[config.mk]
export PLATFORM = sky130hd
export DESIGN_NAME = sram_subsys_top
export DESIGN_NICKNAME = d
export VERILOG_FILES = /design/src/hw/sram_pkg.sv /design/src/hw/wb_pkg.sv /design/src/hw/sram_ctrl_fsm.sv /design/src/hw/sram_cycle_timer.sv /design/src/hw/sram_data_path.sv /design/src/hw/sram_subsys_top.sv /design/src/hw/sram_wb.sv /design/src/hw/wb_host_port.sv
export SDC_FILE = /design/constraint.sdc
export NUM_CORES = 1
export LEC_CHECK = 0
export ABC_AREA = 1
export BUFFER_PORTS_ARGS = -buffer_cell sky130_fd_sc_hd__buf_2
export CELL_PAD_IN_SITES_DETAIL_PLACEMENT = 1
export CELL_PAD_IN_SITES_GLOBAL_PLACEMENT = 1
export CORE_MARGIN = 1.5
export CORE_UTILIZATION = 43
export CTS_CLUSTER_SIZE = 28
export DETAILED_ROUTE_END_ITERATION = 6
export PLACE_DENSITY = 0.86
export SLEW_MARGIN = 5
export SYNTH_ARGS = -nofsm -noshare
export SYNTH_HDL_FRONTEND = slang
export SYNTH_SLANG_ARGS = --single-unit
[constraint.sdc]
create_clock -name clk -period 3 [get_ports clk]
set_clock_uncertainty 0.05 [all_clocks]
set_input_delay 0.6 -clock clk [delete_from_list [all_inputs] [get_ports clk]]
set_output_delay 0.6 -clock clk [all_outputs]
set_load 0.02 [all_outputs]
[src/hw/sram_pkg.sv]
// Definitions for the external asynchronous SRAM side of the subsystem.
// Holds the pin widths, the strobe and recovery timing in clock cycles,
// and the packed pin bundle that the bridge drives toward the pads.
// Import it where SRAM pins, half-words or the cycle timer are handled.

package sram_pkg;

    localparam int SRAM_ADDR_WIDTH = 20;      // Half-word address
    localparam int SRAM_DATA_WIDTH = 16;

    typedef logic [SRAM_ADDR_WIDTH-1:0] sram_addr_t;
    typedef logic [SRAM_DATA_WIDTH-1:0] sram_data_t;

    // Strobe length, data sampled on its last cycle
    localparam int SRAM_ACCESS_CYCLES  = 2;
    localparam int SRAM_RECOVER_CYCLES = 1;   // Idle gap between accesses

    localparam int SRAM_TIMER_MAX   = (SRAM_ACCESS_CYCLES > SRAM_RECOVER_CYCLES) ?
                                      SRAM_ACCESS_CYCLES : SRAM_RECOVER_CYCLES;
    localparam int SRAM_TIMER_WIDTH = $clog2(SRAM_TIMER_MAX + 1);

    typedef logic [SRAM_TIMER_WIDTH-1:0] sram_count_t;

    typedef struct packed {
        logic       ce_n;
        logic       oe_n;
        logic       we_n;
        logic       ub_n;
        logic       lb_n;
        sram_addr_t addr;
        sram_data_t dq_out;   // Valid while we_n is low
    } sram_pins_t;

endpackage

[src/hw/wb_pkg.sv]
// Definitions for the bus side of the memory subsystem.
// Covers the Wishbone classic widths, the byte window that maps onto the
// SRAM, the master and slave signal bundles, and the host request that
// the host port turns into a single bus cycle.

package wb_pkg;

    localparam int WB_DATA_WIDTH = 32;
    localparam int WB_ADDR_WIDTH = 32;
    localparam int WB_SEL_WIDTH  = WB_DATA_WIDTH / 8;

    typedef logic [WB_DATA_WIDTH-1:0] wb_data_t;
    typedef logic [WB_ADDR_WIDTH-1:0] wb_addr_t;
    typedef logic [WB_SEL_WIDTH-1:0]  wb_sel_t;

    // Byte window served by the SRAM, 1M half-words
    localparam wb_addr_t SRAM_BASE_ADDR    = 32'h0010_0000;
    localparam wb_addr_t SRAM_WINDOW_BYTES = 32'h0020_0000;

    typedef struct packed {
        logic     cyc;
        logic     stb;
        logic     we;
        wb_sel_t  sel;
        wb_addr_t addr;
        wb_data_t data;
    } wb_m2s_t;

    typedef struct packed {
        logic     ack;    // Single cycle
        wb_data_t data;
    } wb_s2m_t;

    typedef struct packed {
        logic     we;
        wb_addr_t addr;
        wb_sel_t  sel;
        wb_data_t wdata;
    } host_req_t;

endpackage

[src/hw/sram_ctrl_fsm.sv]
// Sequencer for the Wishbone-to-SRAM bridge.
// Captures a strobed cycle, then runs the low and high half-word accesses
// in turn, each followed by a recovery gap, and finally raises a one-cycle
// acknowledge. Halves that carry no enabled byte are skipped and accesses
// outside the SRAM window go straight to the acknowledge.

`timescale 1ns/1ps

module sram_ctrl_fsm (
    input  logic clk,
    input  logic i_rst_n,
    input  logic i_stb,
    input  logic i_we,
    input  logic i_in_window,
    input  logic i_lo_used,
    input  logic i_hi_used,
    input  logic i_timer_done,
    output logic o_timer_start,
    output logic o_timer_recover,
    output logic o_capture,
    output logic o_half_sel,
    output logic o_strobe,
    output logic o_sample,
    output logic o_ack
);

    typedef enum logic [2:0] {
        IDLE,
        DECODE,
        LO_ACCESS,
        LO_RECOVER,
        HI_ACCESS,
        HI_RECOVER,
        ACK
    } state_t;

    state_t state;
    state_t state_next;

    always_ff @(posedge clk or negedge i_rst_n) begin
        if (!i_rst_n)
            state <= IDLE;
        else
            state <= state_next;
    end

    always_comb begin
        state_next      = state;
        o_timer_start   = 1'b0;
        o_timer_recover = 1'b0;

        case (state)
            IDLE: if (i_stb) state_next = DECODE;
            DECODE: begin
                if (!i_in_window) begin
                    state_next = ACK;
                end else if (i_lo_used) begin
                    state_next    = LO_ACCESS;
                    o_timer_start = 1'b1;
                end else if (i_hi_used) begin
                    state_next    = HI_ACCESS;
                    o_timer_start = 1'b1;
                end else begin
                    state_next = ACK;              // Write with no byte enabled
                end
            end
            LO_ACCESS: if (i_timer_done) begin
                state_next      = LO_RECOVER;
                o_timer_start   = 1'b1;
                o_timer_recover = 1'b1;
            end
            LO_RECOVER: if (i_timer_done) begin
                if (i_hi_used) begin
                    state_next    = HI_ACCESS;
                    o_timer_start = 1'b1;
                end else begin
                    state_next = ACK;
                end
            end
            HI_ACCESS: if (i_timer_done) begin
                state_next      = HI_RECOVER;
                o_timer_start   = 1'b1;
                o_timer_recover = 1'b1;
            end
            HI_RECOVER: if (i_timer_done) state_next = ACK;
            ACK: state_next = IDLE;
            default: state_next = IDLE;
        endcase
    end

    assign o_capture  = (state == IDLE) && i_stb;
    assign o_strobe   = (state == LO_ACCESS) || (state == HI_ACCESS);
    assign o_half_sel = (state == HI_ACCESS) || (state == HI_RECOVER);
    assign o_sample   = o_strobe && i_timer_done && !i_we;   // Last strobe cycle
    assign o_ack      = (state == ACK);

endmodule

[src/hw/sram_cycle_timer.sv]
// Phase timer for the SRAM sequencer. A start pulse loads either the
// strobe length or the recovery length; o_done rises in the cycle the
// count reaches zero. A new start in that same cycle reloads it.

`timescale 1ns/1ps

module sram_cycle_timer (
    input  logic clk,
    input  logic i_rst_n,
    input  logic i_start,
    input  logic i_recover,
    output logic o_done
);

    import sram_pkg::*;

    sram_count_t count;
    logic        armed;

    always_ff @(posedge clk or negedge i_rst_n) begin
        if (!i_rst_n) begin
            count <= '0;
            armed <= 1'b0;
        end else if (i_start) begin
            count <= i_recover ? sram_count_t'(SRAM_RECOVER_CYCLES - 1) :
                                 sram_count_t'(SRAM_ACCESS_CYCLES - 1);
            armed <= 1'b1;
        end else if (count != '0) begin
            count <= count - 1'b1;
        end else begin
            armed <= 1'b0;
        end
    end

    assign o_done = armed && (count == '0);

endmodule

[src/hw/sram_data_path.sv]
// Datapath of the Wishbone-to-SRAM bridge.
// Registers the bus request on capture, decodes the address window and
// which half-words a write touches, and drives the SRAM pins from the
// sequencer's strobe and half select. Read halves are gathered into one
// word; reads outside the window return zero.

`timescale 1ns/1ps

module sram_data_path (
    input  logic                 clk,
    input  logic                 i_rst_n,
    input  wb_pkg::wb_m2s_t      i_wb,
    input  logic                 i_capture,
    input  logic                 i_half_sel,
    input  logic                 i_strobe,
    input  logic                 i_sample,
    input  sram_pkg::sram_data_t i_sram_dq,
    output logic                 o_in_window,
    output logic                 o_lo_used,
    output logic                 o_hi_used,
    output sram_pkg::sram_pins_t o_pins,
    output wb_pkg::wb_data_t     o_rdata
);

    import sram_pkg::*;
    import wb_pkg::*;

    wb_addr_t offset_q;   // Byte offset into the window
    wb_data_t data_q;
    wb_sel_t  sel_q;
    wb_data_t rdata_q;
    logic     we_q;
    logic     in_window_d;
    logic     lo_used_d;
    logic     hi_used_d;
    logic     write_strobe;
    logic [1:0] lanes;

    assign in_window_d = (i_wb.addr >= SRAM_BASE_ADDR) &&
                         (i_wb.addr < SRAM_BASE_ADDR + SRAM_WINDOW_BYTES);
    assign lo_used_d   = !i_wb.we || (|i_wb.sel[1:0]);
    assign hi_used_d   = !i_wb.we || (|i_wb.sel[3:2]);

    always_ff @(posedge clk or negedge i_rst_n) begin
        if (!i_rst_n) begin
            we_q        <= 1'b0;
            o_in_window <= 1'b0;
            o_lo_used   <= 1'b0;
            o_hi_used   <= 1'b0;
        end else if (i_capture) begin
            we_q        <= i_wb.we;
            o_in_window <= in_window_d;
            o_lo_used   <= lo_used_d;
            o_hi_used   <= hi_used_d;
        end
    end

    always_ff @(posedge clk) begin
        if (i_capture) begin
            offset_q <= i_wb.addr - SRAM_BASE_ADDR;
            data_q   <= i_wb.data;
            sel_q    <= i_wb.sel;
        end
        if (i_sample) begin
            if (i_half_sel)
                rdata_q[WB_DATA_WIDTH-1:SRAM_DATA_WIDTH] <= i_sram_dq;
            else
                rdata_q[SRAM_DATA_WIDTH-1:0] <= i_sram_dq;
        end
    end

    assign lanes        = i_half_sel ? sel_q[3:2] : sel_q[1:0];
    assign write_strobe = i_strobe && we_q;

    always_comb begin
        o_pins.ce_n   = !i_strobe;
        o_pins.oe_n   = !(i_strobe && !we_q);
        o_pins.we_n   = !write_strobe;
        o_pins.ub_n   = !(i_strobe && (!we_q || lanes[1]));   // Reads take both lanes
        o_pins.lb_n   = !(i_strobe && (!we_q || lanes[0]));
        o_pins.addr   = {offset_q[SRAM_ADDR_WIDTH:2], i_half_sel};
        o_pins.dq_out = i_half_sel ? data_q[WB_DATA_WIDTH-1:SRAM_DATA_WIDTH] :
                                     data_q[SRAM_DATA_WIDTH-1:0];
    end

    assign o_rdata = o_in_window ? rdata_q : '0;

endmodule

[src/hw/sram_subsys_top.sv]
// Top level of the SRAM memory subsystem.
// A host issues requests over a four-phase req/ack handshake; they run as
// Wishbone cycles into the SRAM bridge, whose pin bundle is broken out to
// the pads here. The data bus is split, o_sram_dq is valid while
// o_sram_we_n is low.

`timescale 1ns/1ps

module sram_subsys_top (
    input  logic                 clk,
    input  logic                 i_rst_n,

    // Host
    input  logic                 i_req,
    input  wb_pkg::host_req_t    i_host_req,
    output logic                 o_ack,
    output wb_pkg::wb_data_t     o_rdata,

    // SRAM
    output sram_pkg::sram_addr_t o_sram_addr,
    input  sram_pkg::sram_data_t i_sram_dq,
    output sram_pkg::sram_data_t o_sram_dq,
    output logic                 o_sram_ce_n,
    output logic                 o_sram_we_n,
    output logic                 o_sram_oe_n,
    output logic                 o_sram_ub_n,
    output logic                 o_sram_lb_n
);

    import sram_pkg::*;
    import wb_pkg::*;

    wb_m2s_t    wb_m2s;
    wb_s2m_t    wb_s2m;
    sram_pins_t pins;

    wb_host_port u_host (
        .clk        (clk),
        .i_rst_n    (i_rst_n),
        .i_req      (i_req),
        .i_host_req (i_host_req),
        .o_ack      (o_ack),
        .o_rdata    (o_rdata),
        .o_wb       (wb_m2s),
        .i_wb       (wb_s2m)
    );

    sram_wb u_bridge (
        .clk       (clk),
        .i_rst_n   (i_rst_n),
        .i_wb      (wb_m2s),
        .o_wb      (wb_s2m),
        .o_pins    (pins),
        .i_sram_dq (i_sram_dq)
    );

    assign o_sram_addr = pins.addr;
    assign o_sram_dq   = pins.dq_out;
    assign o_sram_ce_n = pins.ce_n;
    assign o_sram_we_n = pins.we_n;
    assign o_sram_oe_n = pins.oe_n;
    assign o_sram_ub_n = pins.ub_n;
    assign o_sram_lb_n = pins.lb_n;

endmodule

[src/hw/sram_wb.sv]
// Wishbone classic slave that maps a 32-bit bus onto a 16-bit async SRAM.
// Each word becomes up to two half-word accesses, low half first at the
// even address. The sequencer, phase timer and datapath are joined here.

`timescale 1ns/1ps

module sram_wb (
    input  logic                 clk,
    input  logic                 i_rst_n,
    input  wb_pkg::wb_m2s_t      i_wb,
    output wb_pkg::wb_s2m_t      o_wb,
    output sram_pkg::sram_pins_t o_pins,
    input  sram_pkg::sram_data_t i_sram_dq
);

    logic in_window;
    logic lo_used;
    logic hi_used;
    logic timer_done;
    logic timer_start;
    logic timer_recover;
    logic capture;
    logic half_sel;
    logic strobe;
    logic sample;

    sram_ctrl_fsm u_ctrl (
        .clk             (clk),
        .i_rst_n         (i_rst_n),
        .i_stb           (i_wb.cyc && i_wb.stb),
        .i_we            (i_wb.we),
        .i_in_window     (in_window),
        .i_lo_used       (lo_used),
        .i_hi_used       (hi_used),
        .i_timer_done    (timer_done),
        .o_timer_start   (timer_start),
        .o_timer_recover (timer_recover),
        .o_capture       (capture),
        .o_half_sel      (half_sel),
        .o_strobe        (strobe),
        .o_sample        (sample),
        .o_ack           (o_wb.ack)
    );

    sram_cycle_timer u_timer (
        .clk       (clk),
        .i_rst_n   (i_rst_n),
        .i_start   (timer_start),
        .i_recover (timer_recover),
        .o_done    (timer_done)
    );

    sram_data_path u_data (
        .clk         (clk),
        .i_rst_n     (i_rst_n),
        .i_wb        (i_wb),
        .i_capture   (capture),
        .i_half_sel  (half_sel),
        .i_strobe    (strobe),
        .i_sample    (sample),
        .i_sram_dq   (i_sram_dq),
        .o_in_window (in_window),
        .o_lo_used   (lo_used),
        .o_hi_used   (hi_used),
        .o_pins      (o_pins),
        .o_rdata     (o_wb.data)
    );

endmodule

[src/hw/wb_host_port.sv]
// Host side of the subsystem. Accepts one request at a time over a
// four-phase req/ack handshake and runs it as a single Wishbone classic
// cycle. Read data is held on o_rdata for as long as o_ack stays high;
// writes return zero.

`timescale 1ns/1ps

module wb_host_port (
    input  logic               clk,
    input  logic               i_rst_n,
    input  logic               i_req,
    input  wb_pkg::host_req_t  i_host_req,
    output logic               o_ack,
    output wb_pkg::wb_data_t   o_rdata,
    output wb_pkg::wb_m2s_t    o_wb,
    input  wb_pkg::wb_s2m_t    i_wb
);

    import wb_pkg::*;

    typedef enum logic [1:0] {IDLE, BUS, HANDOFF} state_t;

    state_t    state;
    logic      bus_q;
    host_req_t req_q;

    always_ff @(posedge clk or negedge i_rst_n) begin
        if (!i_rst_n) begin
            state <= IDLE;
            bus_q <= 1'b0;
            o_ack <= 1'b0;
        end else begin
            case (state)
                IDLE: if (i_req) begin
                    state <= BUS;
                    bus_q <= 1'b1;
                end
                BUS: if (i_wb.ack) begin
                    state <= HANDOFF;
                    bus_q <= 1'b0;
                    o_ack <= 1'b1;
                end
                HANDOFF: if (!i_req) begin     // Host released, finish the return
                    state <= IDLE;
                    o_ack <= 1'b0;
                end
                default: state <= IDLE;
            endcase
        end
    end

    always_ff @(posedge clk) begin
        if (state == IDLE && i_req)
            req_q <= i_host_req;
        if (state == BUS && i_wb.ack)
            o_rdata <= req_q.we ? '0 : i_wb.data;
    end

    assign o_wb = '{cyc: bus_q, stb: bus_q, we: req_q.we, sel: req_q.sel,
                    addr: req_q.addr, data: req_q.wdata};

endmodule

# [Yosys cells after proc, flatten, opt, wreduce, memory -nomap -nowiden]
# Index checks and enable logic that the tools add are counted.
[totals] reg_bits=204 in_bits=88
[classes] n_addsub=2 magnitude_cmp=2 eq_ne=17 mux=33 bitwise_logic=2 reduce_logical=41
[ops] cell="$ge A32 B21 Y1 const B" count=1
[ops] cell="$lt A32 B22 Y1 const B" count=1
[ops] cell="$mux W3" count=7
[ops] cell="$sub A21 B21 Y21 const B" count=1
[ops] cell="$pmux W3 S6" count=1
[ops] cell="$mux W16" count=1
[ops] cell="$mux W2" count=7
[ops] cell="$ne A2 B2 Y1 const B" count=7
[ops] cell="$mux W1" count=13
[ops] cell="$logic_and A1 B1 Y1" count=11
[ops] cell="$eq A3 B3 Y1 const B" count=3
[ops] cell="$reduce_and A3 Y1" count=3
[ops] cell="$reduce_bool A2 Y1" count=4
[ops] cell="$reduce_or A2 Y1" count=4
[ops] cell="$logic_not A1 Y1" count=7
[ops] cell="$eq A3 B2 Y1 const B" count=2
[ops] cell="$logic_or A1 B1 Y1" count=6
[ops] cell="$pmux W2 S3" count=1
[ops] cell="$reduce_and A5 Y1" count=1
[ops] cell="$logic_not A2 Y1" count=2
[ops] cell="$ne A2 B1 Y1 const B" count=2
[ops] cell="$pmux W1 S2" count=2
[ops] cell="$reduce_and A2 Y1" count=2
[ops] cell="$eq A3 B1 Y1 const B" count=1
[ops] cell="6 further kinds" count=7

# [Logic depth before layout (Yosys ltp)]
# Gate-level depths: netlist (run 1).
[logic_depth] depth_word=6 mapped_depth=9 mapped_depth_nobuf=9

# [Cells and area by module]
# Synthesis (run 1) repeated with hierarchy kept, for this count alone.
[hier_totals] hier_cells=521 area_unflattened_um2=7333.3
[modules_own_cells] mod="wb_host_port" n_inst=1 cells_each=190 area_each_um2=3488.3 seq_area_each_um2=3133.0
[modules_own_cells] mod="sram_data_path" n_inst=1 cells_each=256 area_each_um2=3363.2 seq_area_each_um2=2712.6
[modules_own_cells] mod="sram_ctrl_fsm" n_inst=1 cells_each=52 area_each_um2=316.6 seq_area_each_um2=75.1
[modules_own_cells] mod="sram_cycle_timer" n_inst=1 cells_each=21 area_each_um2=157.7 seq_area_each_um2=75.1
[modules_own_cells] mod="sram_wb" n_inst=1 cells_each=2 area_each_um2=7.5 seq_area_each_um2=0.0

# [Least setup slack after synthesis (run 1)]
# Ideal clock, no wire load.
[synth_timing] kind="in2reg" from="input port i_req" to="register u_host.req_q (netlist bit u_host.o_wb[0]), enable pin" setup_ps=421 arrival_ps=1983 required_ps=2529 setup_slack_ps=546 cell_stages=2 cell_sequence="nand2_1 -> inv_1"
[synth_between] elab_chain_len=1
[synth_lines] item="start, declared" line_no="sram_subsys_top.sv:14" rtl="input logic i_req,"
[synth_lines] item="$logic_and A1 B1 Y1" line_no="wb_host_port.sv:53" rtl="if (state == IDLE && i_req)"
[synth_lines] item="end signal, assigned" line_no="wb_host_port.sv:54" rtl="req_q <= i_host_req;"
[synth_lines] item="end, declared" line_no="wb_host_port.sv:25" rtl="host_req_t req_q;"
# No other way between the ends.
# A chain may end at the register's enable or synchronous reset.

# [Final worst setup path (run 1)]
[layout_timing] from="register u_bridge.u_ctrl.state[1]" to="output port o_sram_dq[3]"
[layout_between] elab_chain_len=3 elab_cells_between_ends=4
[layout_lines] item="start, declared" line_no="sram_ctrl_fsm.sv:37" rtl="state_t state;"
[layout_lines] item="start signal, assigned" line_no="sram_ctrl_fsm.sv:44" rtl="state <= state_next;"
[layout_lines] item="$eq A3 B3 Y1" line_no="sram_ctrl_fsm.sv:93" rtl="assign o_half_sel = (state == HI_ACCESS) || (state == HI_RECOVER);"
[layout_lines] item="$logic_or A1 B1 Y1 (*)" line_no="sram_ctrl_fsm.sv:93"
[layout_lines] item="$mux W16 (*)" line_no="sram_data_path.sv:82" rtl="o_pins.dq_out = i_half_sel ? data_q[WB_DATA_WIDTH-1:SRAM_DATA_WIDTH] :"
[layout_lines] item="end, declared" line_no="sram_subsys_top.sv:22" rtl="output sram_pkg::sram_data_t o_sram_dq,"
# Every way passes the cells marked *; elsewhere a longest branch is shown, timed or not.

==> impl_metrics.py, run 1 <==
metrics = {
    "worst_setup_path": {
        "cp.arrival_ns": 1.90,
        "critPathRequiredTime_ns": 2.35,
        "worstSetupEndpointType": "primary output",
        "worstPathMaxFanout": 22,
        "worstSetupPathType": "reg -> out",
        "r2r-start": "u_bridge.u_timer.count[0]",
        "startpoint": "u_bridge.u_ctrl.state[1]",
        "startpoint_type": "flip-flop",
    },
    "place": {
        "gp_congestion": 0.7873,
        "placed_area_mm2": 0.008030,
        "io_buffers": 159,
        "hpwl_um": 10760,
        "place_ws_ns": 0.9391,
        "place_inst": 808,
    },
    "routing": {
        "first_iter_violations": 144,
        "via_per_inst": 4.661,
        "final_antenna_net_count": 0,
        "wire_per_inst_um": 17.81,
        "first_pass_iters": 4,
        "vias": 3915,
        "routed_wl_um": 14960,
        "drc": 0,
    },
    "floorplanning": {
        "die_w_um": 130.1,
        "die_h_um": 130.1,
        "io_pins": 162,
        "die-area_mm2": 0.01693,
        "initial_core_util": 0.4391,
        "placementRows": 46,
        "core_area_mm2": 0.01583,
    },
    "timing": {
        "hold_viol": 0,
        "post-route-period-util": 0.8515,
        "rsz0062_at_grt": "false",
        "slew_headroom": 0.2410,
        "slew_violations": 0,
        "finalCriticalPeriod_ns": 2.554,
        "whs_ns": 0.01263,
        "max_slew.worst_pin.slew_ns": 1.136,
        "fmaxAchievable_mhz": 391.5,
        "fin_ws_ns": 0.4455,
        "setup_viol": 0,
        "tns_ns": 0,
    },
    "logic_synthesis": {
        "avgSynthCellArea_um2": 16.01,
        "synth_compound_area_frac": 0.01656,
        "yosysWarnings": 0,
        "synth-xor-area-share": 0,
        "yosys-top-cells-area": "edfxtp_1 (80%), dfrtp_1 (5.0%), nand2_1 (4.3%)",
        "synth-edff-count": 186,
        "synthArstFlopShare": 0.07000,
        "synth_top_family_by_area": "simple AND/OR/NAND/NOR gates",
        "yosys.area_share.adder": 0.001801,
        "synth_cell_types": 28,
        "synthCells": 434,
        "synth_mux_area_frac": 0,
        "synth_ff_type": "edfxtp_1",
        "ys_seq_elements": 200,
        "netlist_area_mm2": 0.006949,
        "synth-simple-area-share": 0.08949,
        "synth_top_area_share": 0.8037,
        "synth_seq_area_share": 0.8542,
        "synth_top_cell_by_area": "edfxtp_1",
        "syn-num-nets": 523,
    },
    "global_route": {
        "track_usage": 0.1812,
        "grt_pass1_vias": 4256,
        "antenna_found_initial": 0,
        "grt_max_degree": 61,
        "grt_overflow": 0,
        "grt_pass1_wl_um": 22150,
    },
    "layout": {
        "finalNonFillerCells": 840,
        "layout-drive-gt1-share": 0.3429,
        "syn2layout_area_growth_pct": 24.25,
        "fill_cells": 1576,
        "final_area_mm2": 0.008635,
        "nets": 700,
        "num_antenna_cells": 0,
        "multiInputGateArea_um2": 749.5,
        "fin_util": 0.5455,
        "mostFrequentLayoutCells": "edfxtp_1 (186), buf_2 (159), nand2_1 (80)",
        "mostFrequentLayoutCell": "edfxtp_1",
        "register_area_mm2": 0.005936,
    },
    "cts": {
        "post_cts_buffers": 0,
        "clockRootBuffer": "clkbuf_16",
        "holdBufCountCts": 0,
        "cts-resized-gates": 0,
        "cts_htree_levels": 4,
        "clk_latency_ns": 0.43,
        "cts_tree": "yes",
        "clkTransAtPathRegs_ns": 0.08,
        "cts_buffer_depth": 2,
        "cts_made_buffers": 17,
        "cts_num_sinks": 200,
    },
    "power": {
        "power_leakage_nw": 3.617,
        "seq_power_share": 0.492,
        "p_per_area_mw_per_mm2": 925.4,
        "p_int_mw": 5.408,
        "switching_share": 0.3232,
        "clockPowerShare": 0.287,
        "combPwrFrac": 0.221,
        "power.switching_mw": 2.582,
        "power_mw": 7.991,
        "vdd_drop_max_mv": 0.5891,
    },
    "hold_path": {
        "min_path_type": "in -> async",
    },
    "flow_run": {
        "maxCapViolCount": 0,
    },
    "outcome": {
        "status": "completed",
    },
}
==> power groups by stage <==
stage / Combinational [mW] / Sequential, mW / Clock, mW
after detailed placement: 1.79 / 3.99 / 0
after floorplan: 1.00 / 4.07 / 0
after global placement: 1.68 / 3.93 / 0
after global routing: 1.95 / 3.98 / 2.42
final: 1.77 / 3.93 / 2.29
after CTS: 1.81 / 3.94 / 2.33
==> cell type report <==
class | instances | share of cell area
Sequential cell | 200 | 0.6874
Timing Repair Buffer | 166 | 0.09970
Multi-Input combinational cell | 169 | 0.08680
Clock buffer | 17 | 0.04927
Tap cell | 216 | 0.03130
Inverter | 57 | 0.02478
Clock inverter | 15 | 0.02072
==> metal layers <==
metal  vias up  global-route usage  part of all wire
met2       149              0.3359              0.54
met3        20             0.05617             0.064
met1      1900              0.1940              0.38
li1       1846                   -                 -
met5         -                   0                 0
met4         0             0.06405             0.015
==> Yosys cell counts (3+ instances only) <==
| master | n |
|---|---|
| clkbuf_1 | 3 |
| inv_2 | 6 |
| inv_1 | 51 |
| edfxtp_1 | 186 |
| a21oi_1 | 4 |
| dfrtp_1 | 14 |
| nand2_1 | 80 |
| nor2_1 | 48 |
| o21ai_1 | 3 |
| nand3_1 | 6 |
| o21ai_0 | 5 |
| buf_4 | 3 |
| nand4_1 | 3 |
==> worst paths after layout <==
path	endpoint	slack (ns)	depth (start not counted)
worst max-delay path	o_sram_dq[3]	0.45	6
worst min-delay path	u_bridge.u_data.we_q	0.01	1
worst max register to register	u_bridge.u_data.rdata_q[8]	0.93	9
worst min register to register	u_bridge.u_data.data_q[19]	0.37	0
max in group asynchronous	u_host.state[0]	2.62	1
min in group clk	u_host.o_wb[40]	0.28	1
==> worst max-delay path, stage by stage, from the launching register on <==
cell	delay [ns]
dfrtp_1	0.44
inv_2	0.14
nand2_1	0.10
inv_2	0.35
nand2_1	0.15
nand2_1	0.12
buf_2	0.18
==> registers in the layout (all words and copies together), names as in the netlist, 2 cells and up <==
register                  cells
u_bridge.u_ctrl.state         3
u_bridge.u_data.data_q       32
u_bridge.u_data.offset_q     19
u_bridge.u_data.rdata_q      32
u_bridge.u_data.sel_q         4
u_bridge.u_timer.count        2
u_host.o_rdata               32
u_host.o_wb                  67
u_host.state                  2
==> cell families (layout without fill, tap and decap cells) <==
kind of cell	after synthesis	count (layout)
adder cells (fa/ha/maj)	1	1
flip-flops	200	200
AND/OR/NAND/NOR	149	149
AO/OA/AOI/OAI	19	19
buffers and inverters	65	255
Note: power is estimated with default switching activity, not from simulation.
==> run 2, diff against run 1 <==
--- a/config.mk
+++ b/config.mk
@@ -14,6 +14,7 @@
 export CTS_CLUSTER_SIZE = 28
 export DETAILED_ROUTE_END_ITERATION = 6
 export PLACE_DENSITY = 0.86
+export SETUP_SLACK_MARGIN = 0.5
 export SLEW_MARGIN = 5
 export SYNTH_ARGS = -nofsm -noshare
 export SYNTH_HDL_FRONTEND = slang
==> constraint.sdc (replaced) <==
create_clock -name clk -period 3 [get_ports clk]
set_clock_uncertainty 0.05 [all_clocks]
set_input_delay 0.3 -clock clk [delete_from_list [all_inputs] [get_ports clk]]
set_output_delay 0.3 -clock clk [all_outputs]
set_load 0.02 [all_outputs]
==> run 2 against run 1 <==
  * Setup slack improved by 0.27 ns
  * Total power increased by 1.3%
  * Register-to-register slack got worse by 0.07 ns
  * Largest power group unchanged
  * Count of clock-buffer cells in the layout unchanged
  * Critical endpoint is now o_sram_dq[0]
  * Largest cell class unchanged
  * Wire length increased by 20%
  * Sequential cell count unchanged
==> impl_metrics.py, run 2 (synthesis gave the netlist of run 1 again) <==
metrics = {
    "outcome": {
        "status": "completed",
    },
    "power": {
        "p_int_mw": 5.440,
        "p_per_area_mw_per_mm2": 869.9,
        "power_leakage_nw": 3.897,
        "combPwrFrac": 0.235,
        "power.switching_mw": 2.653,
        "switching_share": 0.3278,
        "vdd_drop_max_mv": 0.4606,
        "seq_power_share": 0.491,
        "clockPowerShare": 0.274,
    },
    "layout": {
        "largest_reg_flops": 67,
        "mostFrequentLayoutCell": "edfxtp_1",
        "register_area_mm2": 0.005936,
        "layout-drive-gt1-share": 0.3069,
        "finalNonFillerCells": 910,
        "syn2layout_area_growth_pct": 33.89,
        "mostFrequentLayoutCells": "edfxtp_1 (186), buf_2 (159), nand2_1 (80)",
        "multiInputGateArea_um2": 749.5,
        "num_antenna_cells": 0,
        "nets": 772,
        "fill_cells": 1515,
    },
    "timing": {
        "fin_ws_ns": 0.7109,
        "finalCriticalPeriod_ns": 2.289,
        "fmaxAchievable_mhz": 436.8,
        "max_slew.worst_pin.slew_ns": 1.042,
        "slew_violations": 0,
        "slew_headroom": 0.3036,
        "post-route-period-util": 0.7630,
        "setup_viol": 0,
        "hold_viol": 0,
        "whs_ns": 0.03146,
        "tns_ns": 0,
        "rsz0062_at_grt": "false",
    },
    "routing": {
        "dr.max_layer_used": "met4",
        "routed_wl_um": 18000,
        "wire_per_inst_um": 19.78,
        "via_per_inst": 4.823,
        "dr_wl_met2_um": 9374,
        "met3_length_um": 1373,
        "first_iter_violations": 252,
        "first_pass_iters": 4,
        "final_antenna_net_count": 0,
        "wirelength_met1_um": 6789,
        "drc": 0,
        "vias": 4389,
    },
    "worst_setup_path": {
        "critPathBufInv": 3,
        "worstPathMaxFanout": 22,
        "worstSetupEndpointType": "primary output",
        "cp.arrival_ns": 1.94,
        "r2r_cells": 4,
        "critical-path-top-delay-family": "buffers and inverters",
        "reg2reg_slack_ns": 0.86,
        "startpoint_type": "flip-flop",
        "worstSetupPathType": "reg -> out",
        "cp.depth": 6,
        "path_cells": "inv_2 > nand2_1 > inv_2 > nand2_1 > nand2_1 > buf_2",
        "cpMostUsedCell": "nand2_1",
        "max_stage_delay_ns": 0.45,
        "slowest_stage": "dfrtp_1",
        "critPathRequiredTime_ns": 2.65,
    },
    "cts": {
        "post_cts_buffers": 0,
        "cts_htree_levels": 4,
        "clk_latency_ns": 0.43,
        "clockRootBuffer": "clkbuf_16",
        "cts_tree": "yes",
        "cts_buffer_depth": 2,
        "cts_num_sinks": 200,
        "holdBufCountCts": 71,
        "cts-resized-gates": 0,
        "cts_made_buffers": 17,
        "clkTransAtPathRegs_ns": 0.07,
    },
    "global_route": {
        "track_usage": 0.2214,
        "grt_pass1_wl_um": 26670,
        "antenna_found_initial": 0,
        "grt_max_degree": 33,
        "grt_pass1_vias": 4802,
        "grt_overflow": 0,
    },
    "floorplanning": {
        "die-area_mm2": 0.01693,
        "io_pins": 162,
        "initial_core_util": 0.4391,
        "core_area_mm2": 0.01583,
        "placementRows": 46,
        "die_w_um": 130.1,
        "die_h_um": 130.1,
    },
    "place": {
        "hpwl_um": 10530,
        "place_ws_ns": 0.8873,
        "io_buffers": 159,
        "gp_congestion": 0.7549,
        "place_inst": 809,
    },
    "flow_run": {
        "maxCapViolCount": 0,
    },
    "hold_path": {
        "min_path_type": "in -> reg",
        "holdPathStages": 1,
    },
}
run 2: cell count changes in the layout (fill, tap and decap cells not counted), sizes merged:
cell / delta
dlygate4sd3: +71
inv: -3
buf: +1
clkinvlp: +1
run 2: area by class of cell:
type / count / area share
Clock buffer: 17 / 0.04572
Clock inverter: 13 / 0.01533
Inverter: 57 / 0.02300
Multi-Input combinational cell: 169 / 0.08055
Sequential cell: 200 / 0.6380
Tap cell: 216 / 0.02905
Timing Repair Buffer: 238 / 0.1684
run 2: layer usage:
metal	GRT usage	vias up
met5	0	-
met4	0.09346	0
met3	0.06191	38
met2	0.3892	204
met1	0.2543	2162
li1	-	1985
run 2: worst reg2reg max path: cells and delay by family (launching register included):
kind                   cells  cell delay [ns]
flip-flops                 1             0.48
buffers and inverters      2             0.59
AND/OR/NAND/NOR            2             0.69
run 2: path summary, 6_finish.rpt:
check,from,to
max in group asynchronous,i_rst_n,u_host.state[1]
setup reg to reg,u_bridge.u_ctrl.state[2],u_bridge.u_data.offset_q[10]
hold reg to reg,u_host.o_wb[8],u_bridge.u_data.data_q[8]
min in group asynchronous,i_rst_n,u_bridge.u_ctrl.state[1]
hold / removal,i_sram_dq[13],u_bridge.u_data.rdata_q[13]
setup / recovery,u_bridge.u_ctrl.state[1],o_sram_dq[0]
run 2: power by group through the flow:
| stage | combinational [mW] | sequential [mW] | clock (mW) |
|---|---|---|---|
| floorplan | 1.00 | 4.07 | 0 |
| global placement | 1.69 | 3.93 | 0 |
| detailed placement | 1.78 | 3.98 | 0 |
| CTS | 1.87 | 3.93 | 2.23 |
| global route | 2.05 | 4.02 | 2.35 |
| finish | 1.90 | 3.98 | 2.22 |
run 2: per-stage QoR:
step | cell area, um^2 | total power [mW] | utilization
2_1_floorplan | 6949 | 5.076 | -
3_3_place_gp | 8025 | 5.620 | 0.5070
3_5_place_dp | 8025 | 5.768 | 0.5070
4_1_cts | 9304 | 8.027 | 0.5878
5_1_grt | 9304 | 8.424 | 0.5878
6_report | 9304 | 8.093 | 0.5878
==> run 3, diff against run 2 <==
==> constraint.sdc (replaced) <==
create_clock -name clk -period 2.2 [get_ports clk]
set_clock_uncertainty 0.05 [all_clocks]
set_input_delay 0.22 -clock clk [delete_from_list [all_inputs] [get_ports clk]]
set_output_delay 0.22 -clock clk [all_outputs]
set_load 0.02 [all_outputs]
==> run 3 against run 2 <==
  * Utilization increased by 7.0 points
  * Final cell count increased by 6.2%
  * Combinational power increased by 140%
  * Sequential power increased by 39%
==> impl_metrics.py, run 3 (synthesis gave the netlist of run 1 again) <==
metrics = {
    "outcome": {
        "status": "completed",
    },
    "timing": {
        "hold_viol": 0,
        "finalCriticalPeriod_ns": 1.929,
        "slew_headroom": 0.7279,
        "post-route-period-util": 0.8768,
        "whs_ns": 0.02261,
        "fmaxAchievable_mhz": 518.4,
        "max_slew.worst_pin.slew_ns": 0.4082,
        "setup_viol": 0,
        "slew_violations": 0,
        "rsz0062_at_grt": "true",
        "tns_ns": 0,
    },
    "worst_setup_path": {
        "startpoint_type": "flip-flop",
        "reg2reg_slack_ns": 0.33,
        "cp.arrival_ns": 1.66,
        "critPathRequiredTime_ns": 1.93,
        "worstSetupEndpointType": "primary output",
        "worstSetupPathType": "reg -> out",
        "worstPathMaxFanout": 9,
    },
    "global_route": {
        "antenna_found_initial": 1,
        "grt_max_degree": 54,
        "grt_pass1_vias": 5087,
        "grt_pass1_wl_um": 29320,
        "grt_overflow": 0,
        "track_usage": 0.2447,
    },
    "power": {
        "p_per_area_mw_per_mm2": 1287,
        "power_leakage_nw": 4.332,
        "vdd_drop_max_mv": 0.8124,
    },
    "cts": {
        "cts_buffer_depth": 2,
        "clk_latency_ns": 0.43,
        "cts_htree_levels": 4,
        "clockRootBuffer": "clkbuf_16",
        "cts_made_buffers": 17,
        "cts_tree": "yes",
        "cts_num_sinks": 200,
        "clkTransAtPathRegs_ns": 0.09,
    },
    "routing": {
        "routed_wl_um": 23820,
        "first_pass_iters": 7,
        "final_antenna_net_count": 0,
        "first_iter_violations": 290,
        "wire_per_inst_um": 24.66,
        "via_per_inst": 5.036,
        "vias": 4865,
        "drc": 0,
    },
    "flow_run": {
        "maxCapViolCount": 0,
    },
    "layout": {
        "mostFrequentLayoutCells": "edfxtp_1 (186), buf_2 (137), dlygate4sd3_1 (84)",
        "fill_cells": 1452,
        "nets": 825,
        "largest_reg_flops": 67,
        "finalNonFillerCells": 966,
        "layout-drive-gt1-share": 0.4072,
        "syn2layout_area_growth_pct": 49.82,
        "mostFrequentLayoutCell": "edfxtp_1",
    },
    "hold_path": {
        "min_path_type": "in -> reg",
    },
    "floorplanning": {
        "die-area_mm2": 0.01693,
        "die_h_um": 130.1,
        "die_w_um": 130.1,
        "placementRows": 46,
        "io_pins": 162,
        "core_area_mm2": 0.01583,
        "initial_core_util": 0.4391,
    },
    "place": {
        "hpwl_um": 11000,
        "gp_congestion": 0.8084,
        "place_inst": 807,
        "io_buffers": 159,
    },
}
## run 3: final timing paths
| kind | startpoint | end | cells past startpoint |
|---|---|---|---|
| worst max-delay path | u_bridge.u_ctrl.state[1] | o_sram_dq[15] | 6 |
| worst min-delay path | i_req | u_host.state[1] | 3 |
| worst max register to register | u_bridge.u_ctrl.state[1] | u_bridge.u_data.rdata_q[1] | 9 |
| worst min register to register | u_host.o_wb[44] | u_bridge.u_data.offset_q[12] | 0 |
| max in group asynchronous | i_rst_n | u_bridge.u_ctrl.state[2] | 2 |
| min in group asynchronous | i_rst_n | u_bridge.u_ctrl.state[0] | 2 |
## run 3: routing by layer
metal | vias up | global-route usage | wire length (um)
met5 | - | 0 | 0
met3 | 48 | 0.07134 | 1862
met2 | 290 | 0.4322 | 12530
li1 | 2104 | - | -
met1 | 2423 | 0.2825 | 8754
met4 | 0 | 0.09085 | 677
## run 3: worst max-delay path, cell delays in order (launching register included)
cell     delay (ns)
dfrtp_2        0.47
inv_4          0.11
nand2_8        0.10
buf_16         0.18
nand2_1        0.11
nand2_2        0.10
buf_6          0.14
## run 3: layout make-up
type,count,area [um^2],area share
antenna,1,2.502,0.0002404
clock inverter,14,180.2,0.01731
timing repair buffer,290,2414,0.2318
clock buffer,18,429.2,0.04122
timing repair inverter,1,7.507,0.0007211
sequential,200,5939,0.5705
tap,216,270.3,0.02596
inverter,57,239.0,0.02295
multi-input combinational,169,929.6,0.08929
## run 3: per-stage QoR
stage	cell area (um^2)	total power, mW	utilization	setup slack [ns]
after CTS	9886	11.79	0.6246	0.3453
after floorplan	6997	6.969	-	0.1900
final	10410	13.40	0.6578	0.2711
after global routing	10410	13.81	0.6578	0.2242
after global placement	8095	7.804	0.5115	0.3251
after detailed placement	8095	8.006	0.5115	0.2158
## run 3: what timing repair did
item | CTS | global route
buffers inserted | 19 | 11
hold buffers | 84 | 0
setup endpoints to repair | 87 | 138
pin swaps | 2 | 10
resized for setup | 44 | 67
cloned | 2 | 10
endpoints found under the hold margin | 113 | 0
## run 3: power breakdown
| part | internal [mW] | total (mW) | switching, mW |
|---|---|---|---|
| logic | 1.96 | 4.60 | 2.64 |
| clock network | 1.65 | 3.29 | 1.64 |
| registers | 5.09 | 5.52 | 0.431 |
| total | 8.69 | 13.4 | 4.71 |
